[src/include/floor_pattern.svh]
//////////////////////////////////////////////////
// Ground texture bitmap, four rows of 128 bits
//////////////////////////////////////////////////

`ifndef FLOOR_PATTERN_SVH
`define FLOOR_PATTERN_SVH

// Row 3 comes first so that index 0 of the packed result is row 0,
// the row drawn at the floor line. Bit n is texture column n
`define FLOOR_PATTERN { \
    128'h0080_2000_3604_0080_0004_0810_0400_0002, \
    128'h0000_0000_0000_0000_0000_03E0_0000_0000, \
    128'hFFFF_FFFF_FFFF_FFFF_FFFF_3E3F_FFFF_FFFF, \
    128'h0000_0000_0000_0000_0000_E000_0000_0000  \
}

`endif

[src/render_pkg.sv]
//////////////////////////////////////////////////
// Renderer package
// Coordinate types, colour palette and sprite sizes
//////////////////////////////////////////////////

`default_nettype none

package render_pkg;

    // Screen pixel coordinate from the video timing source
    typedef logic [9:0] coord_t;

    // Scroll position, also the width of all scroll arithmetic
    typedef logic [10:0] scroll_t;

    // Goose jump height above its resting row
    typedef logic [6:0] jump_t;

    // 2 bits per channel, 6-bit colour
    typedef struct packed {
        logic [1:0] r;
        logic [1:0] g;
        logic [1:0] b;
    } rgb_t;

    // Background layers
    localparam rgb_t SKY_RGB     = '{r: 2'b00, g: 2'b11, b: 2'b11};
    localparam rgb_t FLOOR_RGB   = '{r: 2'b01, g: 2'b01, b: 2'b01};
    localparam rgb_t TEXTURE_RGB = '{r: 2'b11, g: 2'b11, b: 2'b11};
    localparam rgb_t BLANK_RGB   = '0;

    // Goose parts
    localparam rgb_t BROWN_RGB   = '{r: 2'b10, g: 2'b10, b: 2'b01};
    localparam rgb_t BLACK_RGB   = '{r: 2'b00, g: 2'b00, b: 2'b00};
    localparam rgb_t ORANGE_RGB  = '{r: 2'b11, g: 2'b10, b: 2'b01};

    // Game-over tint for every goose part
    localparam rgb_t HIT_RGB     = '{r: 2'b11, g: 2'b00, b: 2'b00};

    // Shield field
    localparam rgb_t GOLD_RGB    = '{r: 2'b11, g: 2'b10, b: 2'b00};

    // Goose bounding box
    localparam int GOOSE_WIDTH  = 30;
    localparam int GOOSE_HEIGHT = 40;

    // Shield box, bottom edge sits on the floor line
    localparam int OBSTACLE_WIDTH  = 40;
    localparam int OBSTACLE_HEIGHT = 48;

    // Ground texture bitmap size
    localparam int TEXTURE_ROWS   = 4;
    localparam int TEXTURE_LENGTH = 128;

endpackage

`default_nettype wire

[src/goose_sprite.sv]
//////////////////////////////////////////////////
// Goose sprite generator
// Registered hit flag and part colour per pixel
//////////////////////////////////////////////////

`timescale 1ns/100ps
`default_nettype none

module goose_sprite #(
    parameter int FLOOR_Y      = 240,
    parameter int GOOSE_X      = 50,
    parameter int GOOSE_Y_BASE = 200
) (
    input  wire                     clk,
    input  wire                     sys_rst,
    input  wire render_pkg::coord_t haddr,
    input  wire render_pkg::coord_t vaddr,
    input  wire render_pkg::jump_t  jump_pos,
    input  wire                     display_on,
    input  wire                     game_start_blink,
    input  wire                     game_over,
    output logic                    goose_hit,
    output render_pkg::rgb_t        goose_rgb
);

    import render_pkg::*;

    logic [10:0] goose_y;
    logic [10:0] row_off;
    logic [10:0] col_off;
    logic        in_box;
    logic        part_hit;
    rgb_t        part_rgb;

    // Top row moves up by the jump height
    assign goose_y = 11'(GOOSE_Y_BASE) - {4'd0, jump_pos};

    // Offsets wrap to large values left of or above the box
    assign row_off = {1'b0, vaddr} - goose_y;
    assign col_off = {1'b0, haddr} - 11'(GOOSE_X);

    // Clipped at the floor line
    assign in_box = (row_off < GOOSE_HEIGHT) && (col_off < GOOSE_WIDTH) &&
                    (vaddr < FLOOR_Y);

    // First matching part sets the hit
    always_comb begin
        part_hit = 1'b0;
        part_rgb = BLACK_RGB;
        if (in_box && game_start_blink) begin
            if (row_off >= 20 && row_off <= 35 && col_off >= 5 && col_off <= 25) begin
                // Body
                part_hit = 1'b1;
                part_rgb = BROWN_RGB;
            end else if (row_off >= 10 && row_off <= 19 &&
                         col_off >= 18 && col_off <= 22) begin
                // Neck
                part_hit = 1'b1;
                part_rgb = BLACK_RGB;
            end else if (row_off >= 5 && row_off <= 9 &&
                         col_off >= 18 && col_off <= 26) begin
                // Head wins column 26 over the beak
                part_hit = 1'b1;
                part_rgb = BLACK_RGB;
            end else if (row_off >= 7 && row_off <= 9 &&
                         col_off >= 26 && col_off <= 29) begin
                // Beak
                part_hit = 1'b1;
                part_rgb = ORANGE_RGB;
            end else if (row_off >= 36 && row_off <= 39 &&
                         ((col_off >= 10 && col_off <= 12) ||
                          (col_off >= 18 && col_off <= 20))) begin
                // Two legs
                part_hit = 1'b1;
                part_rgb = BLACK_RGB;
            end
        end
        // Whole goose turns red once the game is lost
        if (part_hit && game_over) begin
            part_rgb = HIT_RGB;
        end
    end

    always_ff @(posedge clk) begin
        if (sys_rst) begin
            goose_hit <= 1'b0;
        end else begin
            goose_hit <= display_on && part_hit;
        end
    end

    // Part colour registered alongside the hit flag
    always_ff @(posedge clk) begin
        goose_rgb <= part_rgb;
    end

endmodule

`default_nettype wire

[src/obstacle_sprite.sv]
//////////////////////////////////////////////////
// Obstacle sprite generator
// Scrolling gold shield with a black outline
//////////////////////////////////////////////////

`timescale 1ns/100ps
`default_nettype none

module obstacle_sprite #(
    parameter int FLOOR_Y        = 240,
    parameter int OBSTACLE_START = 890
) (
    input  wire                      clk,
    input  wire                      sys_rst,
    input  wire render_pkg::coord_t  haddr,
    input  wire render_pkg::coord_t  vaddr,
    input  wire render_pkg::scroll_t scrolladdr,
    input  wire                      display_on,
    input  wire                      obstacle_active,
    output logic                     obstacle_hit,
    output render_pkg::rgb_t         obstacle_rgb
);

    import render_pkg::*;

    scroll_t left_col;
    scroll_t col_off;
    scroll_t row_off;
    logic    in_shield;
    logic    on_outline;

    // Shield moves left as the scroll position grows
    assign left_col = scroll_t'(OBSTACLE_START) - scrolladdr;

    // Local coordinates, wrapping outside the box
    assign col_off = {1'b0, haddr} - left_col;
    assign row_off = {1'b0, vaddr} - scroll_t'(FLOOR_Y - OBSTACLE_HEIGHT);

    assign in_shield = obstacle_active &&
                       (col_off < OBSTACLE_WIDTH) && (row_off < OBSTACLE_HEIGHT);

    // Two rows on top, one column each side
    assign on_outline = (row_off < 2) || (col_off == 0) ||
                        (col_off == scroll_t'(OBSTACLE_WIDTH - 1));

    always_ff @(posedge clk) begin
        if (sys_rst) begin
            obstacle_hit <= 1'b0;
        end else begin
            obstacle_hit <= display_on && in_shield;
        end
    end

    always_ff @(posedge clk) begin
        obstacle_rgb <= on_outline ? BLACK_RGB : GOLD_RGB;
    end

endmodule

`default_nettype wire

[src/floor_layer.sv]
//////////////////////////////////////////////////
// Background layer generator
// Sky and ground bands, scrolling floor texture
//////////////////////////////////////////////////

`timescale 1ns/100ps
`default_nettype none

`include "floor_pattern.svh"

module floor_layer #(
    parameter int FLOOR_Y = 240
) (
    input  wire                      clk,
    input  wire                      sys_rst,
    input  wire render_pkg::coord_t  haddr,
    input  wire render_pkg::coord_t  vaddr,
    input  wire render_pkg::scroll_t scrolladdr,
    input  wire                      display_on,
    output logic                     sky_hit,
    output logic                     ground_hit,
    output logic                     texture_hit
);

    import render_pkg::*;

    localparam int ROW_BITS = $clog2(TEXTURE_ROWS);
    localparam int IDX_BITS = $clog2(TEXTURE_LENGTH);

    localparam logic [TEXTURE_ROWS-1:0][TEXTURE_LENGTH-1:0] FLOOR_BITS = `FLOOR_PATTERN;

    scroll_t             row_off;
    logic [IDX_BITS-1:0] tex_idx;
    logic                tex_bit;

    assign row_off = {1'b0, vaddr} - scroll_t'(FLOOR_Y);

    // Pattern repeats every 128 columns
    assign tex_idx = haddr[IDX_BITS-1:0] + scrolladdr[IDX_BITS-1:0];

    // Only the top rows of the ground carry texture
    assign tex_bit = (row_off < TEXTURE_ROWS) && FLOOR_BITS[row_off[ROW_BITS-1:0]][tex_idx];

    always_ff @(posedge clk) begin
        if (sys_rst) begin
            sky_hit     <= 1'b0;
            ground_hit  <= 1'b0;
            texture_hit <= 1'b0;
        end else begin
            sky_hit     <= display_on && (vaddr < FLOOR_Y);
            ground_hit  <= display_on && (vaddr >= FLOOR_Y);
            texture_hit <= display_on && tex_bit;
        end
    end

endmodule

`default_nettype wire

[src/layer_compositor.sv]
//////////////////////////////////////////////////
// Layer compositor
// Priority colour select, blanking and collision
//////////////////////////////////////////////////

`timescale 1ns/100ps
`default_nettype none

module layer_compositor (
    input  wire                   goose_hit,
    input  wire render_pkg::rgb_t goose_rgb,
    input  wire                   obstacle_hit,
    input  wire render_pkg::rgb_t obstacle_rgb,
    input  wire                   sky_hit,
    input  wire                   ground_hit,
    input  wire                   texture_hit,
    input  wire                   display_on,
    output logic [1:0]            R,
    output logic [1:0]            G,
    output logic [1:0]            B,
    output logic                  collision
);

    import render_pkg::*;

    rgb_t layer_rgb;
    rgb_t pixel_rgb;

    // Goose on top, sky at the back
    always_comb begin
        if (goose_hit) begin
            layer_rgb = goose_rgb;
        end else if (obstacle_hit) begin
            layer_rgb = obstacle_rgb;
        end else if (texture_hit) begin
            layer_rgb = TEXTURE_RGB;
        end else if (ground_hit) begin
            layer_rgb = FLOOR_RGB;
        end else if (sky_hit) begin
            layer_rgb = SKY_RGB;
        end else begin
            layer_rgb = BLANK_RGB;
        end
    end

    // Live display_on, so blanking takes effect in the same cycle
    assign pixel_rgb = display_on ? layer_rgb : BLANK_RGB;

    assign R = pixel_rgb.r;
    assign G = pixel_rgb.g;
    assign B = pixel_rgb.b;

    assign collision = goose_hit & obstacle_hit;

endmodule

`default_nettype wire

[src/render_top.sv]
//////////////////////////////////////////////////
// Scanline renderer top level
// Sprite and layer generators into the compositor
//////////////////////////////////////////////////

`timescale 1ns/100ps
`default_nettype none

module render_top #(
    parameter int FLOOR_Y        = 240,
    parameter int GOOSE_X        = 50,
    parameter int GOOSE_Y_BASE   = 200,
    parameter int OBSTACLE_START = 890
) (
    input  wire                      clk,
    input  wire                      sys_rst,
    input  wire render_pkg::coord_t  haddr,
    input  wire render_pkg::coord_t  vaddr,
    input  wire render_pkg::scroll_t scrolladdr,
    input  wire render_pkg::jump_t   jump_pos,
    input  wire                      display_on,
    input  wire                      game_over,
    input  wire                      game_start_blink,
    input  wire                      obstacle_active,
    output wire [1:0]                R,
    output wire [1:0]                G,
    output wire [1:0]                B,
    output wire                      collision
);

    import render_pkg::*;

    // Generator outputs, one cycle behind the pixel address
    logic goose_hit;
    rgb_t goose_rgb;
    logic obstacle_hit;
    rgb_t obstacle_rgb;
    logic sky_hit;
    logic ground_hit;
    logic texture_hit;

    goose_sprite #(
        .FLOOR_Y      (FLOOR_Y),
        .GOOSE_X      (GOOSE_X),
        .GOOSE_Y_BASE (GOOSE_Y_BASE)
    ) goose_sprite_inst (
        .clk              (clk),
        .sys_rst          (sys_rst),
        .haddr            (haddr),
        .vaddr            (vaddr),
        .jump_pos         (jump_pos),
        .display_on       (display_on),
        .game_start_blink (game_start_blink),
        .game_over        (game_over),
        .goose_hit        (goose_hit),
        .goose_rgb        (goose_rgb)
    );

    obstacle_sprite #(
        .FLOOR_Y        (FLOOR_Y),
        .OBSTACLE_START (OBSTACLE_START)
    ) obstacle_sprite_inst (
        .clk             (clk),
        .sys_rst         (sys_rst),
        .haddr           (haddr),
        .vaddr           (vaddr),
        .scrolladdr      (scrolladdr),
        .display_on      (display_on),
        .obstacle_active (obstacle_active),
        .obstacle_hit    (obstacle_hit),
        .obstacle_rgb    (obstacle_rgb)
    );

    floor_layer #(
        .FLOOR_Y (FLOOR_Y)
    ) floor_layer_inst (
        .clk         (clk),
        .sys_rst     (sys_rst),
        .haddr       (haddr),
        .vaddr       (vaddr),
        .scrolladdr  (scrolladdr),
        .display_on  (display_on),
        .sky_hit     (sky_hit),
        .ground_hit  (ground_hit),
        .texture_hit (texture_hit)
    );

    // Combinational, blanks on the live display_on
    layer_compositor layer_compositor_inst (
        .goose_hit    (goose_hit),
        .goose_rgb    (goose_rgb),
        .obstacle_hit (obstacle_hit),
        .obstacle_rgb (obstacle_rgb),
        .sky_hit      (sky_hit),
        .ground_hit   (ground_hit),
        .texture_hit  (texture_hit),
        .display_on   (display_on),
        .R            (R),
        .G            (G),
        .B            (B),
        .collision    (collision)
    );

endmodule

`default_nettype wire

[config.mk]
export PLATFORM = sky130hd
export DESIGN_NAME = render_top
export DESIGN_NICKNAME = d
export VERILOG_FILES = /design/src/render_pkg.sv /design/src/goose_sprite.sv /design/src/obstacle_sprite.sv /design/src/floor_layer.sv /design/src/layer_compositor.sv /design/src/render_top.sv
export VERILOG_INCLUDE_DIRS = /design/src /design/src/include
export SDC_FILE = /design/constraint.sdc
export NUM_CORES = 1
export LEC_CHECK = 0
export BUFFER_PORTS_ARGS = -buffer_cell sky130_fd_sc_hd__buf_4
export CORE_MARGIN = 2
export CORE_UTILIZATION = 53
export DETAILED_ROUTE_END_ITERATION = 6
export PLACE_DENSITY_LB_ADDON = 0.08
export SYNTH_ARGS = -nofsm -noshare
export SYNTH_HDL_FRONTEND = slang
export SYNTH_SLANG_ARGS = --single-unit
[constraint.sdc]
create_clock -name clk -period 3 [get_ports clk]
set_input_delay 0.15 -clock clk [delete_from_list [all_inputs] [get_ports clk]]
set_output_delay 0.15 -clock clk [all_outputs]
set_load 0.1 [all_outputs]
==> flow_metrics.env, run 1 <==
export IMPL_status="completed"
export IMPL_hold_viol_final=0
export IMPL_clockBufferDepth=2
export IMPL_clk_pin_slew_ns=0.04
export IMPL_fillers=464
export IMPL_cts_root_buf="clkbuf_8"
export IMPL_syn_area_per_cell_um2=7.363
export IMPL_numCtsBuffers=3
export IMPL_final_cells=525
export IMPL_via_per_inst=5.703
export IMPL_dieHeight_um=77.61
export IMPL_maxSlewViolCount=0
export IMPL_wl_um=7227
export IMPL_postCtsSetupRepairBufs=0
export IMPL_finalCritPeriodShare_pct=94.74
export IMPL_port_buffers=50
export IMPL_avgRoutedWirePerCell_um=13.77
export IMPL_yosys_area_share_simple_pct=24.18
export IMPL_drc=0
export IMPL_max_freq_mhz=351.8
export IMPL_yosysWarnings=0
export IMPL_crit_fanout=4
export IMPL_power_density_nw_per_um2=292.2
export IMPL_synth_compound_area_share_pct=27.67
export IMPL_yosys_top_cells_area="ha_1 (17%), dfxtp_1 (6.3%), xor2_1 (5.5%), a21oi_1 (4.9%), inv_1 (4.3%)"
export IMPL_synth_ff_type="dfxtp_1"
export IMPL_synth_xor_area_share_pct=9.760
export IMPL_drt_pass1_iter_count=4
export IMPL_arrival_ns=2.98
export IMPL_cts_sinks=9
export IMPL_crit_type="input port to flop"
export IMPL_grt_util_all_layers_pct=24.27
export IMPL_cp_num_buf_inv=2
export IMPL_grt_start_max_net_pins=14
export IMPL_fin_nets=545
export IMPL_antenna_found_initial=0
export IMPL_drive_gt1_share_pct=20.22
export IMPL_worstPathRequired_ns=3.14
export IMPL_min_path_type="input port to flop"
export IMPL_coreArea_um2=5172
export IMPL_synth_top_area_share_pct=17.43
export IMPL_synth_top_family_by_area="compound AO/OA/AOI/OAI gates"
export IMPL_period_minus_slack_ns=2.842
export IMPL_slowest_stage="fa_1"
export IMPL_peakVddDrop_mv=0.1648
export IMPL_place_inst=521
export IMPL_synth_seq_area_share_pct=6.275
export IMPL_grt_pass1_wl_um=12380
export IMPL_initial_core_util_pct=55.52
export IMPL_synthAdderAreaFrac_pct=20.92
export IMPL_path_cells="buf_4, inv_1, ha_1, fa_1, nor2b_4, o31a_1, mux2_4, a2111o_1, a211o_1, nor4_2, nand2_1, a221oi_2"
export IMPL_relSlewSlack_pct=63.81
export IMPL_syn_nets=479
export IMPL_cts_hold_buf=0
export IMPL_cp_end_kind="flop"
export IMPL_dieArea_um2=6023
export IMPL_gp_congestion=0.9337
export IMPL_cts_tree="built"
export IMPL_fp_dieW_um=77.61
export IMPL_crit_family="compound AO/OA/AOI/OAI gates"
export IMPL_grt_pass1_vias=2812
export IMPL_cellLeakagePower_nw=1.580
export IMPL_tightest_slew_ns=0.5379
export IMPL_critPathLaunchType="input port"
export IMPL_synth_cell_types=62
export IMPL_cts_repair_resized=0
export IMPL_synthMuxAreaShare_pct=4.619
export IMPL_ys_ff_latch=9
export IMPL_ant_nets=0
export IMPL_htree_levels=1
export IMPL_n_antenna_cell=0
export IMPL_rows=26
export IMPL_overflow=0
export IMPL_area_growth_syn_to_layout_pct=22.48
export IMPL_cp_slowest_stage_delay_ns=0.46
export IMPL_netlist_instances=390
export IMPL_setup_viol=0
export IMPL_synth_edf_count=0
export IMPL_via_count=2994
export IMPL_post_route_util_pct=68.00
export IMPL_yosysTopAreaCell="ha_1"
export IMPL_max_cap_viol_count=0
export IMPL_netlist_area_um2=2872
export IMPL_top_level_ports=51
export IMPL_synthArstFlopShare_pct=0
export IMPL_drtIter0Drc=104
export IMPL_dp_final_hpwl_um=6151
logic make-up after synthesis:
family | Yosys count
mux | 11
simple gates | 129
fa+ha+maj | 45
xor+xnor | 32
flops | 9
buf+inv | 48
compound gates | 116
power by group:
group | leakage (nW) | total [mW] | switching (mW) | internal (mW)
logic | 1.48 | 0.771 | 0.417 | 0.354
clock network | 0.0228 | 0.135 | 0.0424 | 0.0921
registers | 0.0728 | 0.122 | 0.000776 | 0.121
final cells by class:
class | count | area [um2] | share of cell area [%]
Clock buffer | 4 | 45.04 | 1.281
Inverter | 33 | 123.9 | 3.522
Multi-Input combinational cell | 333 | 2510 | 71.36
Sequential cell | 9 | 180.2 | 5.123
Tap cell | 70 | 87.58 | 2.490
Timing Repair Buffer | 76 | 570.5 | 16.22
Yosys cell counts (2+ instances only):
master and instances:
o21a_1 5, o31a_1 4, mux2i_1 5, o2111ai_1 5, dfxtp_1 9, mux2_2 4, a311o_1 2, nor3_1 18
a221oi_1 3, nand2_1 17, xor2_1 18, and2_1 4, o211ai_1 5, o21ai_0 16, nor3b_1 4, a21boi_0 2
nand2b_1 11, o22ai_1 2, xnor2_1 14, a211o_1 4, or3_1 5, clkbuf_1 13, inv_1 33, nand3_1 11
fa_1 5, nand3b_1 3, and3_1 4, nor2_1 28, ha_1 40, o21ai_1 2, a31oi_1 7, a21oi_1 28
nor4_1 8, nor2b_1 6, a211oi_1 8, o21bai_1 5, a21o_1 6, a41o_1 2
final timing paths:
check                        from                             end  slack (ns)  cells after the start
worst max-delay path  jump_pos[0]  goose_sprite_inst.goose_rgb[0]        0.16                     12
worst min-delay path    game_over  goose_sprite_inst.goose_rgb[0]        0.12                      2
registers in the layout, indices dropped and copies added (netlist names):
register and flops:
floor_layer_inst.ground_hit 1, floor_layer_inst.sky_hit 1, floor_layer_inst.texture_hit 1, goose_sprite_inst.goose_hit 1
goose_sprite_inst.goose_rgb 3, obstacle_sprite_inst.obstacle_hit 1, obstacle_sprite_inst.obstacle_rgb 1
cells in the final DEF, fill, tap and decap left out, types with 4 or more instances in the layout:
cell type / synthesis / layout
nor2_1: 28 / 28
ha_1: 40 / 40
buf_4: 0 / 76
nor2b_1: 6 / 6
nor4_1: 8 / 8
nor3_1: 18 / 18
o31a_1: 4 / 4
a211oi_1: 8 / 8
nor3b_1: 4 / 4
xor2_1: 18 / 17
o21bai_1: 5 / 5
mux2i_1: 5 / 5
nand2b_1: 11 / 11
nand2_1: 17 / 17
inv_1: 33 / 33
mux2_2: 4 / 4
o21a_1: 5 / 5
a31oi_1: 7 / 7
o2111ai_1: 5 / 5
and2_1: 4 / 4
or3_1: 5 / 5
dfxtp_1: 9 / 9
a211o_1: 4 / 4
nand3_1: 11 / 11
a21oi_1: 28 / 28
fa_1: 5 / 5
a21o_1: 6 / 6
and3_1: 4 / 4
o211ai_1: 5 / 5
o21ai_0: 16 / 16
xnor2_1: 14 / 14
through the flow:
stage | hold slack (ns) | TNS, ns | instance area, um2 | total power [mW] | worst slack (ns)
3_5_place_dp | 0.3521 | -0.1117 | 3465 | 0.8841 | -0.06756
2_1_floorplan | 0.2394 | 0 | 2872 | 0.6509 | 0.04124
6_report | 0.1226 | 0 | 3517 | 1.028 | 0.1578
3_3_place_gp | 0.3507 | 0 | 3465 | 0.8690 | 0.01301
5_1_grt | 0.1154 | -0.005690 | 3517 | 1.126 | -0.005690
4_1_cts | 0.1172 | 0 | 3510 | 1.023 | 0.1700
metal layers:
metal  part of all wire, %  up-vias  global-route usage, %
met2                    46       63                  41.29
met5                     0        -                      0
li1                      -     1575                      -
met1                    49     1346                  32.67
met4                   1.4        0                  5.536
met3                   3.6       10                  2.907
(Power assumes the default switching activity.)
==> run 2: changes to the inputs <==
--- a/config.mk
+++ b/config.mk
@@ -8,9 +8,9 @@
 export LEC_CHECK = 0
 export BUFFER_PORTS_ARGS = -buffer_cell sky130_fd_sc_hd__buf_4
 export CORE_MARGIN = 2
-export CORE_UTILIZATION = 53
+export CORE_UTILIZATION = 58
 export DETAILED_ROUTE_END_ITERATION = 6
-export PLACE_DENSITY_LB_ADDON = 0.08
+export PLACE_DENSITY = 0.85
 export SYNTH_ARGS = -nofsm -noshare
 export SYNTH_HDL_FRONTEND = slang
 export SYNTH_SLANG_ARGS = --single-unit
==> constraint.sdc (replaced) <==
create_clock -name clk -period 2.8 [get_ports clk]
set_input_delay 0.14 -clock clk [delete_from_list [all_inputs] [get_ports clk]]
set_output_delay 0.14 -clock clk [all_outputs]
set_load 0.1 [all_outputs]
==> run 2 against run 1 <==
Net effect: the flow now finishes with violations (negative setup slack); die area fell by 8.2%; clock power up 10%; via count is 9.2% higher; critical path type unchanged; sequential share of layout area down 0.45 points; global-route usage grew 6.4 points.
==> flow_metrics.env, run 2 (same netlist as run 1, synthesis figures left out) <==
export IMPL_via_count=3269
export IMPL_drive_gt1_share_pct=29.68
export IMPL_dp_final_hpwl_um=6693
export IMPL_fp_dieW_um=74.36
export IMPL_violations="negative setup slack"
export IMPL_critPathLaunchType="input port"
export IMPL_cts_hold_buf=0
export IMPL_numCtsBuffers=3
export IMPL_place_area_um2=3616
export IMPL_setup_viol=2
export IMPL_hold_ws_ns=0.09874
export IMPL_rows=25
export IMPL_port_buffers=50
export IMPL_cellLeakagePower_nw=1.712
export IMPL_drc=0
export IMPL_arrival_ns=2.97
export IMPL_crit_type="input port to flop"
export IMPL_hold_viol_final=0
export IMPL_overflow=0
export IMPL_period_minus_slack_ns=2.817
export IMPL_cts_sinks=9
export IMPL_cts_root_buf="clkbuf_8"
export IMPL_clockBufferDepth=2
export IMPL_grt_pass1_wl_um=13640
export IMPL_cp_slowest_stage_delay_ns=0.36
export IMPL_finalCritPeriodShare_pct=100.6
export IMPL_relSlewSlack_pct=63.84
export IMPL_cp_num_buf_inv=3
export IMPL_fin_ws_ns=-0.01714
export IMPL_grt_start_max_net_pins=14
export IMPL_finalPower_mw=1.249
export IMPL_avgRoutedWirePerCell_um=15.67
export IMPL_power_density_nw_per_um2=324.1
export IMPL_cp_end_kind="flop"
export IMPL_htree_levels=1
export IMPL_final_cell_mix="buf_4 (91), ha_1 (36), inv_1 (31)"
export IMPL_largest_reg_flops=3
export IMPL_fillers=335
export IMPL_grt_util_all_layers_pct=30.66
export IMPL_antenna_found_initial=0
export IMPL_tightest_slew_ns=0.5424
export IMPL_max_cap_viol_count=0
export IMPL_design_area_um2=3855
export IMPL_drt_pass1_iter_count=5
export IMPL_cp_common_cell="buf_6"
export IMPL_drtIter0Drc=258
export IMPL_final_common_cell="buf_4"
export IMPL_via_per_inst=6.031
export IMPL_path_cells="buf_6, buf_6, o31a_1, nor2_1, xor2_1, ha_4, inv_1, o21ai_0, mux2_4, a2111o_1, a211o_1, nor4_4, nand2_2, a221oi_2"
export IMPL_crit_fanout=7
export IMPL_cts_tree="built"
export IMPL_wl_um=8492
export IMPL_gp_congestion=0.9400
export IMPL_peakVddDrop_mv=0.1986
export IMPL_dieHeight_um=74.36
export IMPL_worstPathRequired_ns=2.95
export IMPL_top_level_ports=51
export IMPL_ant_nets=0
export IMPL_status="finished with violations"
export IMPL_place_ws_ns=-0.2460
export IMPL_slowest_stage="a2111o_1"
export IMPL_clk_pin_slew_ns=0.04
export IMPL_largest_register="goose_sprite_inst.goose_rgb"
export IMPL_crit_family="compound AO/OA/AOI/OAI gates"
export IMPL_post_route_util_pct=81.08
export IMPL_min_path_type="input port to flop"
export IMPL_area_growth_syn_to_layout_pct=34.25
export IMPL_dieArea_um2=5529
export IMPL_max_freq_mhz=355.0
export IMPL_initial_core_util_pct=60.39
export IMPL_rsz0062_at_grt="true"
export IMPL_maxSlewViolCount=0
export IMPL_coreArea_um2=4755
export IMPL_n_antenna_cell=0
export IMPL_grt_pass1_vias=3153
export IMPL_fin_nets=565
==> run 2: cell count changes in the layout (fill, tap and decap cells not counted), sizes merged <==
cell	previous run	this run
buf	76	96
==> run 2: power breakdown <==
part	switching [mW]	internal (mW)
logic	0.514	0.455
registers	0.000879	0.130
clock network	0.0504	0.0991
total	0.566	0.684
==> run 2: timing repair <==
action | CTS | global route
setup buffers | 2 | 0
gates resized for setup | 12 | 25
setup endpoints to repair | 2 | 5
endpoints found under the hold margin | 0 | 0
pin swaps | 14 | 15
==> run 2: metrics by stage <==
stage	setup TNS [ns]	std cells
finish	-0.03156	542
global placement	-0.5231	536
floorplan	-0.003924	390
global route	-0.4410	542
CTS	0	542
detailed placement	-0.9067	536
==> run 2: layout make-up <==
class / instances / area, um2 / share of cell area (%)
inverters: 33 / 126.4 / 3.278
multi-input cells: 333 / 2680 / 69.52
repair buffers: 96 / 739.5 / 19.18
flip-flops and latches: 9 / 180.2 / 4.674
well taps: 67 / 83.83 / 2.175
clock buffers: 4 / 45.04 / 1.168
==> run 2: layer usage <==
layer,routed length [um],global-route usage [%],vias to the layer above
met2,4379,56.24,133
met4,170,9.325,0
met5,0,0,-
met3,455,2.033,18
li1,-,-,1612
met1,3486,38.15,1506
==> run 2: worst paths after layout <==
check / from / endpoint / slack (ns) / depth (start not counted)
max: jump_pos[0] / goose_sprite_inst.goose_rgb[0] / -0.02 / 14
min: game_over / goose_sprite_inst.goose_rgb[0] / 0.1 / 2
==> run 3: changes to the inputs <==
--- a/config.mk
+++ b/config.mk
@@ -10,6 +10,7 @@
 export CORE_MARGIN = 2
 export CORE_UTILIZATION = 58
 export DETAILED_ROUTE_END_ITERATION = 6
+export GPL_TIMING_DRIVEN = 0
 export PLACE_DENSITY = 0.85
 export SYNTH_ARGS = -nofsm -noshare
 export SYNTH_HDL_FRONTEND = slang
==> run 3 against run 2 <==
Net effect: the run still ends with negative setup slack left; clock-buffer cell count did not move; die area did not move; sequential share of layout area rose by 0.13 points; non-clock buffer count fell by 15; maximum frequency fell by 6.5%; combinational power fell by 2%; cell count fell by 2.8%; utilization fell by 2.2 points; sequential cell count did not move; final area fell by 2.8%; hold slack improved by 0.018 ns; critical endpoint is now goose_sprite_inst.goose_rgb[5].
==> flow_metrics.env, run 3 (same netlist as run 1, synthesis figures left out) <==
export IMPL_cts_sinks=9
export IMPL_via_per_inst=6.292
export IMPL_via_count=3316
export IMPL_max_freq_mhz=332.0
export IMPL_setup_viol=4
export IMPL_p_switching_mw=0.5805
export IMPL_grt_pass1_vias=2888
export IMPL_finalCritPeriodShare_pct=107.6
export IMPL_cellLeakagePower_nw=1.598
export IMPL_startpoint="jump_pos[1]"
export IMPL_maxSlewViolCount=0
export IMPL_htree_levels=1
export IMPL_dp_final_hpwl_um=5991
export IMPL_wl_um=8481
export IMPL_fin_nets=550
export IMPL_cp_slowest_stage_delay_ns=0.34
export IMPL_tightest_slew_ns=0.5171
export IMPL_top_level_ports=51
export IMPL_regArea_um2=180.2
export IMPL_fin_ws_ns=-0.2124
export IMPL_p_sw_share_pct=47.31
export IMPL_intPower_mw=0.6466
export IMPL_max_cap_viol_count=0
export IMPL_period_minus_slack_ns=3.012
export IMPL_p_clk_share_pct=11.9
export IMPL_crit_fanout=4
export IMPL_cts_hold_buf=0
export IMPL_final_common_cell="buf_4"
export IMPL_ant_nets=0
export IMPL_crit_type="input port to flop"
export IMPL_coreArea_um2=4755
export IMPL_clockBufferDepth=2
export IMPL_area_growth_syn_to_layout_pct=30.54
export IMPL_overflow=0
export IMPL_largest_reg_flops=3
export IMPL_cp_common_cell="buf_6"
export IMPL_drc=0
export IMPL_grt_start_max_net_pins=11
export IMPL_critPathLaunchType="input port"
export IMPL_cts_root_buf="clkbuf_8"
export IMPL_arrival_ns=3.17
export IMPL_slowest_stage="a2111o_1"
export IMPL_peakVddDrop_mv=0.1581
export IMPL_path_cells="buf_4, nor4_1, nor2_1, ha_1, buf_6, or2_1, o31a_1, mux2_4, a2111o_1, a211o_1, nor4_4, nand2_2, buf_6, a31oi_1"
export IMPL_gp_congestion=0.8838
export IMPL_drt_pass1_iter_count=5
export IMPL_cts_tree="built"
export IMPL_avgRoutedWirePerCell_um=16.09
export IMPL_clk_pin_slew_ns=0.04
export IMPL_relSlewSlack_pct=65.41
export IMPL_drtIter0Drc=307
export IMPL_largest_register="goose_sprite_inst.goose_rgb"
export IMPL_worstPathRequired_ns=2.96
export IMPL_dieHeight_um=74.36
export IMPL_initial_core_util_pct=60.39
export IMPL_setup_tns_ns=-0.7797
export IMPL_numCtsBuffers=3
export IMPL_cp_num_buf_inv=3
export IMPL_power_density_nw_per_um2=327.4
export IMPL_hold_viol_final=0
export IMPL_crit_family="simple AND/OR/NAND/NOR gates"
export IMPL_n_antenna_cell=0
export IMPL_post_route_util_pct=78.84
export IMPL_place_area_um2=3347
export IMPL_min_path_type="input port to flop"
export IMPL_cp_end_kind="flop"
export IMPL_drive_gt1_share_pct=26.30
export IMPL_status="finished with violations"
export IMPL_rsz0062_at_grt="true"
export IMPL_rows=25
export IMPL_grt_util_all_layers_pct=27.95
export IMPL_antenna_found_initial=0
export IMPL_finalPower_mw=1.227
export IMPL_grt_pass1_wl_um=12500
export IMPL_violations="negative setup slack"
export IMPL_min_from="game_over"
export IMPL_p_seq_share_pct=10.7
export IMPL_multi_input_area_um2=2713
export IMPL_port_buffers=49
export IMPL_design_area_um2=3749
export IMPL_pwr_share_comb_pct=77.4
export IMPL_fillers=359
export IMPL_final_cell_mix="buf_4 (63), ha_1 (37), inv_1 (31)"
export IMPL_dieArea_um2=5529
export IMPL_fp_dieW_um=74.36
run 3: cell types whose count changed in the layout (fill, tap and decap cells not counted), moves of 2 or more:
cell      delta
buf_4       -28
clkbuf_1    +10
a21oi_1      -4
a21oi_2      +4
xnor2_2      -3
xor2_1       -3
xnor2_1      +2
xor2_2       +2
run 3: final cells by class:
| class | instances | share of cell area (%) |
|---|---|---|
| clock buffers | 4 | 1.202 |
| flip-flops and latches | 9 | 4.806 |
| well taps | 67 | 2.236 |
| inverters | 33 | 3.371 |
| repair buffers | 67 | 13.92 |
| multi-input cells | 333 | 72.36 |
| plain buffers | 14 | 2.103 |
run 3: final timing paths:
path | slack, ns | endpoint | depth (start not counted)
hold / removal | 0.12 | goose_sprite_inst.goose_rgb[0] | 2
setup / recovery | -0.21 | goose_sprite_inst.goose_rgb[5] | 14
run 3: per-layer routing:
layer,routed length (um),GRT usage (%),part of all wire [%],up-vias
met5,0,0,0,-
met4,272,5.952,3.2,0
met3,525,1.220,6.2,32
met2,4185,50.54,49,149
met1,3497,36.82,41,1552
li1,-,-,-,1583
run 3: what timing repair did:
action                                  in CTS  in global routing
endpoints found under the setup margin       5                  7
resized for setup                           17                 35
cloned                                       0                  0
setup buffers                                5                 13
pin swaps                                   12                 19
run 3: power by group through the flow:
stage / combinational, mW / sequential [mW] / clock [mW]
CTS: 0.809 / 0.131 / 0.148
global route: 1.03 / 0.131 / 0.158
global placement: 0.737 / 0.133 / 0
detailed placement: 0.755 / 0.133 / 0
finish: 0.950 / 0.131 / 0.146
floorplan: 0.572 / 0.133 / 0
run 3: stage by stage:
stage | hold WS (ns) | instances | setup slack, ns
floorplan | 0.2294 | 390 | -0.003924
detailed placement | 0.3444 | 506 | -0.3792
CTS | 0.1138 | 515 | 0.006433
global route | 0.1189 | 527 | -0.2845
global placement | 0.3393 | 506 | -0.3252
finish | 0.1168 | 527 | -0.2124
